<file path="src/source/eeprom_pkg.sv">
package eeprom_pkg;

    // 2 Kbyte part, upper three bits ride in the control byte
    localparam int ADDR_W = 11;

    localparam logic [3:0] DEV_CODE = 4'b1010; // serial eeprom type code

    // scl low in the first half of a bit, high in the second half
    localparam int PHASES_PER_BIT = 4;

    // sampled with wr or rd
    typedef struct packed {
        logic [ADDR_W-1:0] addr;
        logic [7:0]        wdata;
    } eeprom_req_t;

    // valid while ack is high
    typedef struct packed {
        logic [7:0] rdata;
        logic       nack;
    } eeprom_result_t;

    typedef enum logic [1:0] {
        BOP_START,
        BOP_STOP,
        BOP_WRITE_BYTE,
        BOP_READ_BYTE
    } bit_op_t;

    typedef enum logic [3:0] {
        S_IDLE,
        S_START,
        S_CTRL_W,
        S_ADDR,
        S_DATA_W,
        S_RESTART, // read only from here
        S_CTRL_R,
        S_DATA_R,
        S_STOP,
        S_DONE
    } seq_state_t;

endpackage

</file>
<file path="src/source/eeprom_i2c_master.sv">
`timescale 1ns/1ns

module eeprom_i2c_master (
    input  logic                       CLK,
    input  logic                       RESET,
    input  logic                       wr,
    input  logic                       rd,
    input  eeprom_pkg::eeprom_req_t    req,
    output logic                       busy,
    output logic                       ack,
    output eeprom_pkg::eeprom_result_t result,
    output logic                       scl,
    output logic                       sda_low,
    input  logic                       sda_in
);
    import eeprom_pkg::*;

    bit_op_t    bop;
    logic       bop_go;
    logic [7:0] tx_byte;
    logic       master_nak;
    logic       bop_done;
    logic [7:0] rx_byte;
    logic       rx_nak;

    // transaction level
    eeprom_seq_fsm u_seq (
        .CLK        (CLK),
        .RESET      (RESET),
        .wr         (wr),
        .rd         (rd),
        .req        (req),
        .busy       (busy),
        .ack        (ack),
        .result     (result),
        .bop        (bop),
        .bop_go     (bop_go),
        .tx_byte    (tx_byte),
        .master_nak (master_nak),
        .bop_done   (bop_done),
        .rx_byte    (rx_byte),
        .rx_nak     (rx_nak)
    );

    // bus level
    i2c_bit_engine u_engine (
        .CLK        (CLK),
        .RESET      (RESET),
        .bop        (bop),
        .bop_go     (bop_go),
        .tx_byte    (tx_byte),
        .master_nak (master_nak),
        .bop_done   (bop_done),
        .rx_byte    (rx_byte),
        .rx_nak     (rx_nak),
        .scl        (scl),
        .sda_low    (sda_low),
        .sda_in     (sda_in)
    );

endmodule

</file>
<file path="src/source/eeprom_seq_fsm.sv">
`timescale 1ns/1ns

module eeprom_seq_fsm (
    input  logic                       CLK,
    input  logic                       RESET,
    input  logic                       wr,
    input  logic                       rd,
    input  eeprom_pkg::eeprom_req_t    req,
    output logic                       busy,
    output logic                       ack,
    output eeprom_pkg::eeprom_result_t result,
    output eeprom_pkg::bit_op_t        bop,
    output logic                       bop_go,
    output logic [7:0]                 tx_byte,
    output logic                       master_nak,
    input  logic                       bop_done,
    input  logic [7:0]                 rx_byte,
    input  logic                       rx_nak
);
    import eeprom_pkg::*;

    seq_state_t  state;
    eeprom_req_t req_q;
    logic        is_read;
    logic        accept;
    logic        byte_sent;

    // a new strobe is taken in the ack cycle as well
    assign accept = ((state == S_IDLE) || (state == S_DONE)) && (wr || rd);

    assign busy       = (state != S_IDLE) && (state != S_DONE);
    assign ack        = (state == S_DONE);
    assign master_nak = (state == S_DATA_R); // single byte read ends with nak

    assign byte_sent = (state == S_CTRL_W) || (state == S_ADDR) ||
                       (state == S_DATA_W) || (state == S_CTRL_R);

    always_comb
    begin
        case (state)
            S_START, S_RESTART: bop = BOP_START;
            S_STOP:             bop = BOP_STOP;
            S_DATA_R:           bop = BOP_READ_BYTE;
            default:            bop = BOP_WRITE_BYTE;
        endcase
    end

    // control byte is 1010 a10 a9 a8 r/w
    always_comb
    begin
        case (state)
            S_CTRL_W: tx_byte = {DEV_CODE, req_q.addr[ADDR_W-1:8], 1'b0};
            S_CTRL_R: tx_byte = {DEV_CODE, req_q.addr[ADDR_W-1:8], 1'b1};
            S_ADDR:   tx_byte = req_q.addr[7:0];
            S_DATA_W: tx_byte = req_q.wdata;
            default:  tx_byte = 8'h00;
        endcase
    end

    always_ff @(posedge CLK)
    begin
        if (RESET)
        begin
            state   <= S_IDLE;
            is_read <= 1'b0;
            bop_go  <= 1'b0;
            result  <= '0;
        end
        else
        begin
            bop_go <= 1'b0;
            if (accept)
            begin
                state   <= S_START;
                is_read <= !wr;      // wr wins
                result  <= '0;
                bop_go  <= 1'b1;
            end
            else if (state == S_DONE)
            begin
                state <= S_IDLE;
            end
            else if (bop_done)
            begin
                bop_go <= 1'b1;
                if (byte_sent && rx_nak)
                begin
                    result.nack <= 1'b1; // sticky until next request
                end
                case (state)
                    S_START:   state <= S_CTRL_W;
                    S_CTRL_W:  state <= rx_nak ? S_STOP : S_ADDR;
                    S_ADDR:
                    begin
                        if (rx_nak)
                        begin
                            state <= S_STOP;
                        end
                        else
                        begin
                            state <= is_read ? S_RESTART : S_DATA_W;
                        end
                    end
                    S_DATA_W:  state <= S_STOP;
                    S_RESTART: state <= S_CTRL_R;
                    S_CTRL_R:  state <= rx_nak ? S_STOP : S_DATA_R;
                    S_DATA_R:
                    begin
                        result.rdata <= rx_byte;
                        state        <= S_STOP;
                    end
                    S_STOP:
                    begin
                        state  <= S_DONE;
                        bop_go <= 1'b0;  // nothing left to issue
                    end
                    default:   state <= S_IDLE;
                endcase
            end
        end
    end

    always_ff @(posedge CLK)
    begin
        if (accept)
        begin
            req_q <= req;
        end
    end

endmodule

</file>
<file path="src/source/i2c_bit_engine.sv">
`timescale 1ns/1ns

module i2c_bit_engine (
    input  logic                CLK,
    input  logic                RESET,
    input  eeprom_pkg::bit_op_t bop,
    input  logic                bop_go,
    input  logic [7:0]          tx_byte,
    input  logic                master_nak,
    output logic                bop_done,
    output logic [7:0]          rx_byte,
    output logic                rx_nak,
    output logic                scl,
    output logic                sda_low,
    input  logic                sda_in
);
    import eeprom_pkg::*;

    localparam int PH_W = $clog2(PHASES_PER_BIT);
    localparam logic [PH_W-1:0] PH_LAST = PH_W'(PHASES_PER_BIT - 1);
    localparam logic [PH_W-1:0] PH_SAMPLE = PH_W'(PHASES_PER_BIT / 2); // first scl high phase
    localparam logic [3:0] ACK_SLOT = 4'd8;

    logic            active;
    bit_op_t         op;
    logic [PH_W-1:0] phase;
    logic [3:0]      bit_cnt;   // 0..7 data, 8 acknowledge
    logic [7:0]      tx_sh;
    logic            nak_bit;
    logic            last_bit;
    logic            phase_wrap;
    logic [PH_W-1:0] next_phase;
    logic [3:0]      next_bit;
    logic [7:0]      next_sh;

    // pull-low level for a given op, bit and phase
    function automatic logic sda_drive(
        input bit_op_t         o,
        input logic [3:0]      b,
        input logic [PH_W-1:0] p,
        input logic            msb,
        input logic            nak
    );
        logic drive;
        case (o)
            BOP_START:      drive = (p == PH_LAST);  // falls with scl high
            BOP_STOP:       drive = (p != PH_LAST);  // rises with scl high
            BOP_WRITE_BYTE: drive = (b < ACK_SLOT) ? ~msb : 1'b0;
            default:        drive = (b < ACK_SLOT) ? 1'b0 : ~nak;
        endcase
        return drive;
    endfunction

    // start and stop are a single bit period
    assign last_bit = (op == BOP_START) || (op == BOP_STOP) || (bit_cnt == ACK_SLOT);

    assign phase_wrap = (phase == PH_LAST);
    assign next_phase = phase_wrap ? '0 : phase + 1'b1;
    assign next_bit   = phase_wrap ? bit_cnt + 4'd1 : bit_cnt;
    assign next_sh    = phase_wrap ? {tx_sh[6:0], 1'b0} : tx_sh;

    always_ff @(posedge CLK)
    begin
        if (RESET)
        begin
            active   <= 1'b0;
            op       <= BOP_START;
            phase    <= '0;
            bit_cnt  <= '0;
            nak_bit  <= 1'b1;
            bop_done <= 1'b0;
            rx_nak   <= 1'b0;
            scl      <= 1'b1;  // bus idle
            sda_low  <= 1'b0;
        end
        else
        begin
            bop_done <= 1'b0;
            if (!active)
            begin
                if (bop_go)
                begin
                    active  <= 1'b1;
                    op      <= bop;
                    phase   <= '0;
                    bit_cnt <= '0;
                    nak_bit <= master_nak;
                    scl     <= 1'b0;
                    sda_low <= sda_drive(bop, 4'd0, '0, tx_byte[7], master_nak);
                end
            end
            else if (phase_wrap && last_bit)
            begin
                active <= 1'b0; // scl and sda hold until the next op
            end
            else
            begin
                phase   <= next_phase;
                bit_cnt <= next_bit;
                scl     <= (next_phase >= PH_SAMPLE);
                sda_low <= sda_drive(op, next_bit, next_phase, next_sh[7], nak_bit);
                if (phase == PH_SAMPLE && op == BOP_WRITE_BYTE && bit_cnt == ACK_SLOT)
                begin
                    rx_nak <= sda_in;  // high when slave left sda released
                end
                if (next_phase == PH_LAST && last_bit)
                begin
                    bop_done <= 1'b1;
                end
            end
        end
    end

    // data path, no reset needed
    always_ff @(posedge CLK)
    begin
        if (!active && bop_go)
        begin
            tx_sh <= tx_byte;
        end
        else if (active)
        begin
            tx_sh <= next_sh;
        end

        if (active && phase == PH_SAMPLE && op == BOP_READ_BYTE && bit_cnt < ACK_SLOT)
        begin
            rx_byte <= {rx_byte[6:0], sda_in}; // msb first
        end
    end

endmodule

</file>
<file path="config.mk">
export PLATFORM = sky130hd
export DESIGN_NAME = eeprom_i2c_master
export DESIGN_NICKNAME = d
export VERILOG_FILES = /design/src/source/eeprom_pkg.sv /design/src/source/eeprom_i2c_master.sv /design/src/source/eeprom_seq_fsm.sv /design/src/source/i2c_bit_engine.sv
export SDC_FILE = /design/constraint.sdc
export NUM_CORES = 1
export LEC_CHECK = 0
export BUFFER_PORTS_ARGS = -buffer_cell sky130_fd_sc_hd__buf_4
export CAP_MARGIN = 25
export CORE_ASPECT_RATIO = 0.75
export CORE_MARGIN = 3
export CORE_UTILIZATION = 61
export DETAILED_ROUTE_END_ITERATION = 8
export GPL_TIMING_DRIVEN = 1
export PLACE_DENSITY = 0.84
export SLEW_MARGIN = 25
export SYNTH_ARGS = -nofsm -noshare
export SYNTH_HDL_FRONTEND = slang
export SYNTH_SLANG_ARGS = --single-unit
</file>
<file path="constraint.sdc">
create_clock -name CLK -period 6.25 [get_ports CLK]
set_clock_uncertainty 0.1 [all_clocks]
set_input_delay 1.25 -clock CLK [delete_from_list [all_inputs] [get_ports CLK]]
set_output_delay 1.25 -clock CLK [all_outputs]
set_load 0.1 [all_outputs]
</file>
==> metrics.cfg, run 1 <==
[status]
run_status=finished, final reports clean

[sta]
clock.fmax_ghz=0.2932
worstMarginPinSlew_ns=0.7471
timing.final.ws_setup_ns=2.839
fin_tns_setup_ns=0
hold_violations=0
rsz0062_at_grt=false
finalSetupViolations=0
holdWs_ns=0.3495
slew_headroom=0.5014
post-route-min-period_ns=3.411
drv_slew=0
finalCritPeriodShare=0.5457

[pwr]
peakVddDrop_uv=186.3
p_leak_nw=1.281
power.density_nw_per_um2=287.0

[synth]
synth_nets=281
synth_warnings=0
synthFlopType=edfxtp_1
seq_area_frac_synth=0.5848
yosysTopAreaCellShare=0.3767
synth.distinct_cells=48
synth_area_leaders=edfxtp_1 (38%), dfxtp_1 (21%), mux2i_1 (3.9%), nor2_1 (3.0%), nand2_1 (2.7%)
avgSynthCellArea_um2=11.07
synth_edf_count=35
synth_async_sr_flop_share=0
syn-instance-count=252
synth_top_cell_by_area=edfxtp_1
ys_ff_latch=64
netlist_area_um2=2790

[placement]
port_buffers=36
dp_cells=328
place_congestion=0.8475
place_hpwl_mm=4.155
place_ws_ns=3.231

[floorplanning]
core-area_um2=4229
dieArea_um2=5430
fp-row-count=20
ioPinCount=37
die_h_um=64.57
die_width_um=84.10
start_util=0.6598

[grt]
grt_pass1_wl_mm=9.860
grt_pass1_vias=2019
antenna_found_initial=0
overflow=0
grtUsageTotal=0.2420
grt_max_degree=20

[clocking]
clock_sinks=64
numCtsBuffers=9
cts.clk_slew.worst_paths_ns=0.07
htree_num_levels=3
cts_buffer_depth=2
root_buffer=clkbuf_8
hold_buffers=0
cts_tree=done
cts_setup_buffers=0
cts_resized=0
insertion_delay_ns=0.34

[critical_path]
crit_chain=nor2b_1 -> nor3_1 -> inv_1 -> buf_4
cp-end-kind=output port
arrival_ns=2.06
cp.required_ns=4.90
path_buf_inv=2
cp_slowest_cell=dfxtp_1
startpoint_type=flip-flop
cp_top_family=simple AND/OR/NAND/NOR gates
critical_path.max_stage_delay_ns=0.63
critPathMaxFanout=18
path_class=reg -> out

[drt]
first_iter_violations=128
postRouteAntennaNets=0
via_count=2027
drt_wl_total_mm=5.875
firstDrtPassIters=4
routedWlPerCell_um=17.08
viasPerCell=5.892
drc=0

[layout]
utilization=0.7763
nFillCells=277
n_antenna_cell=0
layout.nets=313
drive_gt1_frac=0.1869
finalNonFillerCells=344
synthToLayoutAreaGrowth_pct=17.67

[flow_run]
drv_cap=0

[min_path]
hold_path.class=reg -> reg

==> placed cells by master (no fill, tap or decap), types with 2 or more instances in the layout <==
cell type  netlist  final
nand2b_1         6      6
a211oi_1         5      5
nor3b_1          2      2
a2bb2oi_1        3      3
nor3_1           3      2
nand3b_1         5      5
nand4_1          2      2
and3_1           2      2
or2_1            4      4
or3_1            2      2
nand2_1         20     20
dfxtp_1         29     29
and3b_1          3      3
clkbuf_8         0     11
o21ai_0          6      6
clkbuf_1         9      2
inv_1           10     10
a21oi_1         12     12
o31ai_1          2      2
a31oi_1          3      3
nand3_1          3      3
nor2_1          22     22
mux2i_1         11     11
buf_4            0     36
nor2b_1          6      6
o21ai_1         10     10
xnor2_1          2      2
a22oi_1          7      7
edfxtp_1        35     35
ha_1             5      5
==> metal layers <==
metal  GRT usage  wire length (um)  part of all wire
met1      0.3275              2691              0.46
met2      0.3593              2708              0.46
met3     0.09911               383             0.065
met4     0.07028                91             0.015
met5           0                 0                 0
==> logic make-up after synthesis <==
family	count (synthesis)	synth area share
DFF	64	0.5848
xor gates and xnor gates	2	0.006279
muxes	11	0.03946
buffers and inverters	25	0.03856
adders and majority gates	5	0.02242
and+or+nand+nor	87	0.1655
AOI/OAI and AO/OA	58	0.1431
==> power breakdown <==
group	switching, mW	leakage, nW	internal (mW)
Combinational	0.0545	0.598	0.0272
Sequential	0.0150	0.571	0.467
Clock	0.148	0.112	0.230
Total	0.218	1.28	0.724
==> final timing paths <==
| check | start | to | slack (ns) | depth (start not counted) |
|---|---|---|---|---|
| worst max-delay path | u_seq.state[0]$_SDFFE_PP0P_ | busy | 2.84 | 4 |
| worst min-delay path | u_engine.rx_byte[6]$_DFFE_PP_ | u_engine.rx_byte[7]$_DFFE_PP_ | 0.35 | 0 |
| worst max register to register | u_seq.state[3]$_SDFFE_PP0P_ | u_seq.req_q[17]$_DFFE_PP_ | 3.59 | 4 |
| worst min register to register | u_engine.rx_byte[6]$_DFFE_PP_ | u_engine.rx_byte[7]$_DFFE_PP_ | 0.35 | 0 |
==> cells in the mapped netlist (2+ instances only) <==
| cell | n |
|---|---|
| nand4_1 | 2 |
| buf_2 | 4 |
| o21ai_1 | 10 |
| nor3_1 | 3 |
| a2bb2oi_1 | 3 |
| nor2_1 | 22 |
| dfxtp_1 | 29 |
| or2_1 | 4 |
| a22oi_1 | 7 |
| mux2i_1 | 11 |
| o31ai_1 | 2 |
| nand3_1 | 3 |
| o21ai_0 | 6 |
| a31oi_1 | 3 |
| ha_1 | 5 |
| nor3b_1 | 2 |
| nand2b_1 | 6 |
| nor2b_1 | 6 |
| nand2_1 | 20 |
| a21oi_1 | 12 |
| xnor2_1 | 2 |
| nand3b_1 | 5 |
| clkbuf_1 | 9 |
| a211oi_1 | 5 |
| edfxtp_1 | 35 |
| and3_1 | 2 |
| or3_1 | 2 |
| and3b_1 | 3 |
| inv_1 | 10 |
==> sequential cells by signal, summed over array words and instances, names as in the netlist <==
| register | flops |
|---|---|
| u_engine.rx_nak | 1 |
| u_seq.req_q | 19 |
| u_engine.sda_low | 1 |
| u_seq.is_read | 1 |
| u_engine.tx_sh | 8 |
| u_engine.nak_bit | 1 |
| u_seq.state | 4 |
| u_engine.op | 2 |
| u_engine.scl | 1 |
| u_seq.result | 9 |
| u_engine.rx_byte | 8 |
| u_seq.bop_go | 1 |
| u_engine.active | 1 |
| u_engine.bop_done | 1 |
| u_engine.phase | 2 |
| u_engine.bit_cnt | 4 |
==> through the flow <==
stage          area [um2]  power [mW]
3_3_place_gp         3059      0.5684
5_1_grt              3283      0.9781
2_1_floorplan        2790      0.5456
6_report             3283      0.9421
3_5_place_dp         3064      0.5722
4_1_cts              3283      0.9522
==> final cells by class <==
type | count | area [um2] | area share
clock buffers | 14 | 183.9 | 0.05602
well taps | 55 | 68.82 | 0.02096
flip-flops and latches | 64 | 1632 | 0.4969
repair buffers | 36 | 270.3 | 0.08232
multi-input cells | 163 | 1056 | 0.3216
clock inverters | 2 | 35.03 | 0.01067
inverters | 10 | 37.54 | 0.01143
Note: power is estimated with default switching activity, not from simulation.
==> run 2, diff against run 1 <==
- CORE_UTILIZATION: 61 -> 57
- PLACE_DENSITY: 0.84 -> 0.79
- clock period: 6.25 -> 3.24 ns (I/O delays scaled with it)
==> run 2 against run 1 <==
Hold slack better by 0.0022 ns. Cell area is 0.19% higher. Via count is 2.0% lower. Non-clock buffer count is 1 higher. First-iteration DRC count is 47% higher. Critical endpoint unchanged. Power is 94% higher. Highest routed layer unchanged. Sequential share of layout area is 0.094 points lower. Sequential power is 93% higher.
==> metrics.cfg, run 2 (synthesis gave the netlist of run 1 again) <==
[status]
run_status=finished, final reports clean

[critical_path]
cp_top_family=simple AND/OR/NAND/NOR gates
path_class=reg -> out
cp_slowest_cell=dfxtp_1
critPathMaxFanout=18  ; unchanged
path_buf_inv=2  ; unchanged
r2r_slack_ns=0.71  ; -2.88 ns
cp.required_ns=2.49  ; -2.41 ns
cp-end-kind=output port
arrival_ns=2.05  ; about the same
crit_chain=nor2b_1 -> nor3_1 -> inv_1 -> buf_4
critical_path.max_stage_delay_ns=0.63  ; about the same
startpoint_type=flip-flop

[clocking]
cts_resized=0  ; unchanged
cts_setup_buffers=0  ; unchanged
cts_tree=done
htree_num_levels=3  ; unchanged
cts_buffer_depth=2  ; unchanged
clock_sinks=64  ; unchanged
cts.clk_slew.worst_paths_ns=0.07  ; about the same
insertion_delay_ns=0.34  ; about the same
numCtsBuffers=9  ; unchanged
hold_buffers=0  ; unchanged
root_buffer=clkbuf_8

[pwr]
clkPwrFrac=0.407  ; +0.006
switching_share=0.2327  ; +0.001506
p_leak_nw=1.286  ; +0.43%
seq_power_share=0.508  ; -0.004
power_switching_uw=425.4  ; +95%
peakVddDrop_uv=405.4  ; +120%
power.density_nw_per_um2=555.8  ; +94%
p_int_mw=1.403  ; +94%
comb_power_share=0.085  ; -0.002

[layout]
layout_commonest_cell=buf_4
drive_gt1_frac=0.1931  ; +0.006252
layout_common_cells=buf_4 (37), edfxtp_1 (35), dfxtp_1 (29)
n_antenna_cell=0  ; unchanged
regArea_um2=1632  ; unchanged
synthToLayoutAreaGrowth_pct=17.89
multi_input_area_um2=1051  ; -0.47%
top_regs=u_seq.req_q (19), u_seq.result (9)
largest_reg_flops=19  ; unchanged
top_register=u_seq.req_q
layout.nets=314  ; +0.32%
nFillCells=329  ; +19%

[grt]
grtUsageTotal=0.2008  ; -0.04127
met3_usage=0.08653  ; -0.01258
antenna_found_initial=0  ; unchanged
gr-usage-met2=0.2955  ; -0.06380
grt_pass1_wl_mm=8.735  ; -11%
overflow=0  ; unchanged
grt.met1_usage=0.2761  ; -0.05138
grt_max_degree=20  ; unchanged
grt_pass1_vias=1866  ; -7.6%
grt_busiest_layer=met2

[sta]
clock.fmax_ghz=0.3572
rsz0062_at_grt=false
slew_headroom=0.5116  ; +0.01021
holdWs_ns=0.3517  ; +0.002180 ns
drv_slew=0  ; unchanged
post-route-min-period_ns=2.799
finalSetupViolations=0  ; unchanged
hold_violations=0  ; unchanged
fin_tns_setup_ns=0  ; unchanged
worstMarginPinSlew_ns=0.7318  ; -0.01530 ns
finalCritPeriodShare=0.8640

[drt]
drt_wl_total_mm=5.329  ; -9.3%
first_iter_violations=188  ; +47%
viasPerCell=5.726  ; -2.8%
drc=0  ; unchanged
postRouteAntennaNets=0  ; unchanged
firstDrtPassIters=5  ; +1
via_count=1987  ; -2.0%
routedWlPerCell_um=15.36  ; -10%

[floorplanning]
fp-row-count=21  ; +5.0%
core-area_um2=4598  ; +8.7%
start_util=0.6068  ; -0.05296
dieArea_um2=5779  ; +6.4%
die_h_um=66.59  ; +3.1%
ioPinCount=37  ; unchanged
die_width_um=86.79  ; +3.2%

[placement]
port_buffers=36  ; unchanged
place_congestion=0.8289  ; -2.2%
place_hpwl_mm=3.694  ; -11%

[flow_run]
drv_cap=0  ; unchanged

[min_path]
hold_path.class=reg -> reg

run 2: final timing paths:
check / endpoint / cells past startpoint / start
max: busy / 4 / u_seq.state[0]$_SDFFE_PP0P_
min: u_engine.rx_byte[4]$_DFFE_PP_ / 0 / u_engine.rx_byte[3]$_DFFE_PP_
max reg2reg: u_seq.req_q[12]$_DFFE_PP_ / 4 / u_seq.state[3]$_SDFFE_PP0P_
min reg2reg: u_engine.rx_byte[4]$_DFFE_PP_ / 0 / u_engine.rx_byte[3]$_DFFE_PP_
run 2: layer usage:
metal / up-vias / share of wire
met3: 5 / 0.077
li1: 979 / -
met4: 0 / 0.0073
met5: - / 0
met2: 70 / 0.43
met1: 933 / 0.48
run 2: through the flow:
| step | cell area (um2) | utilization | setup WS (ns) | std cells | power (mW) |
|---|---|---|---|---|---|
| floorplan | 2790 | - | 0.9728 | 252 | 1.053 |
| global placement | 3069 | 0.6675 | 0.8177 | 331 | 1.097 |
| detailed placement | 3069 | 0.6675 | 0.7341 | 331 | 1.100 |
| CTS | 3289 | 0.7154 | 0.4502 | 347 | 1.836 |
| global route | 3289 | 0.7154 | 0.2991 | 347 | 1.893 |
| finish | 3289 | 0.7154 | 0.4405 | 347 | 1.828 |
run 2: layout make-up:
type,count,share of cell area
flip-flops and latches,64,0.4960
well taps,57,0.02168
multi-input cells,163,0.3195
repair buffers,37,0.08444
clock inverters,6,0.02510
inverters,10,0.01141
clock buffers,10,0.04184
run 2: power by group through the flow:
stage / Sequential [mW] / Combinational, mW / Clock, mW
2_1_floorplan: 0.960 / 0.0923 / 0
3_3_place_gp: 0.944 / 0.153 / 0
3_5_place_dp: 0.945 / 0.155 / 0
4_1_cts: 0.928 / 0.156 / 0.753
5_1_grt: 0.932 / 0.169 / 0.792
6_report: 0.928 / 0.156 / 0.745
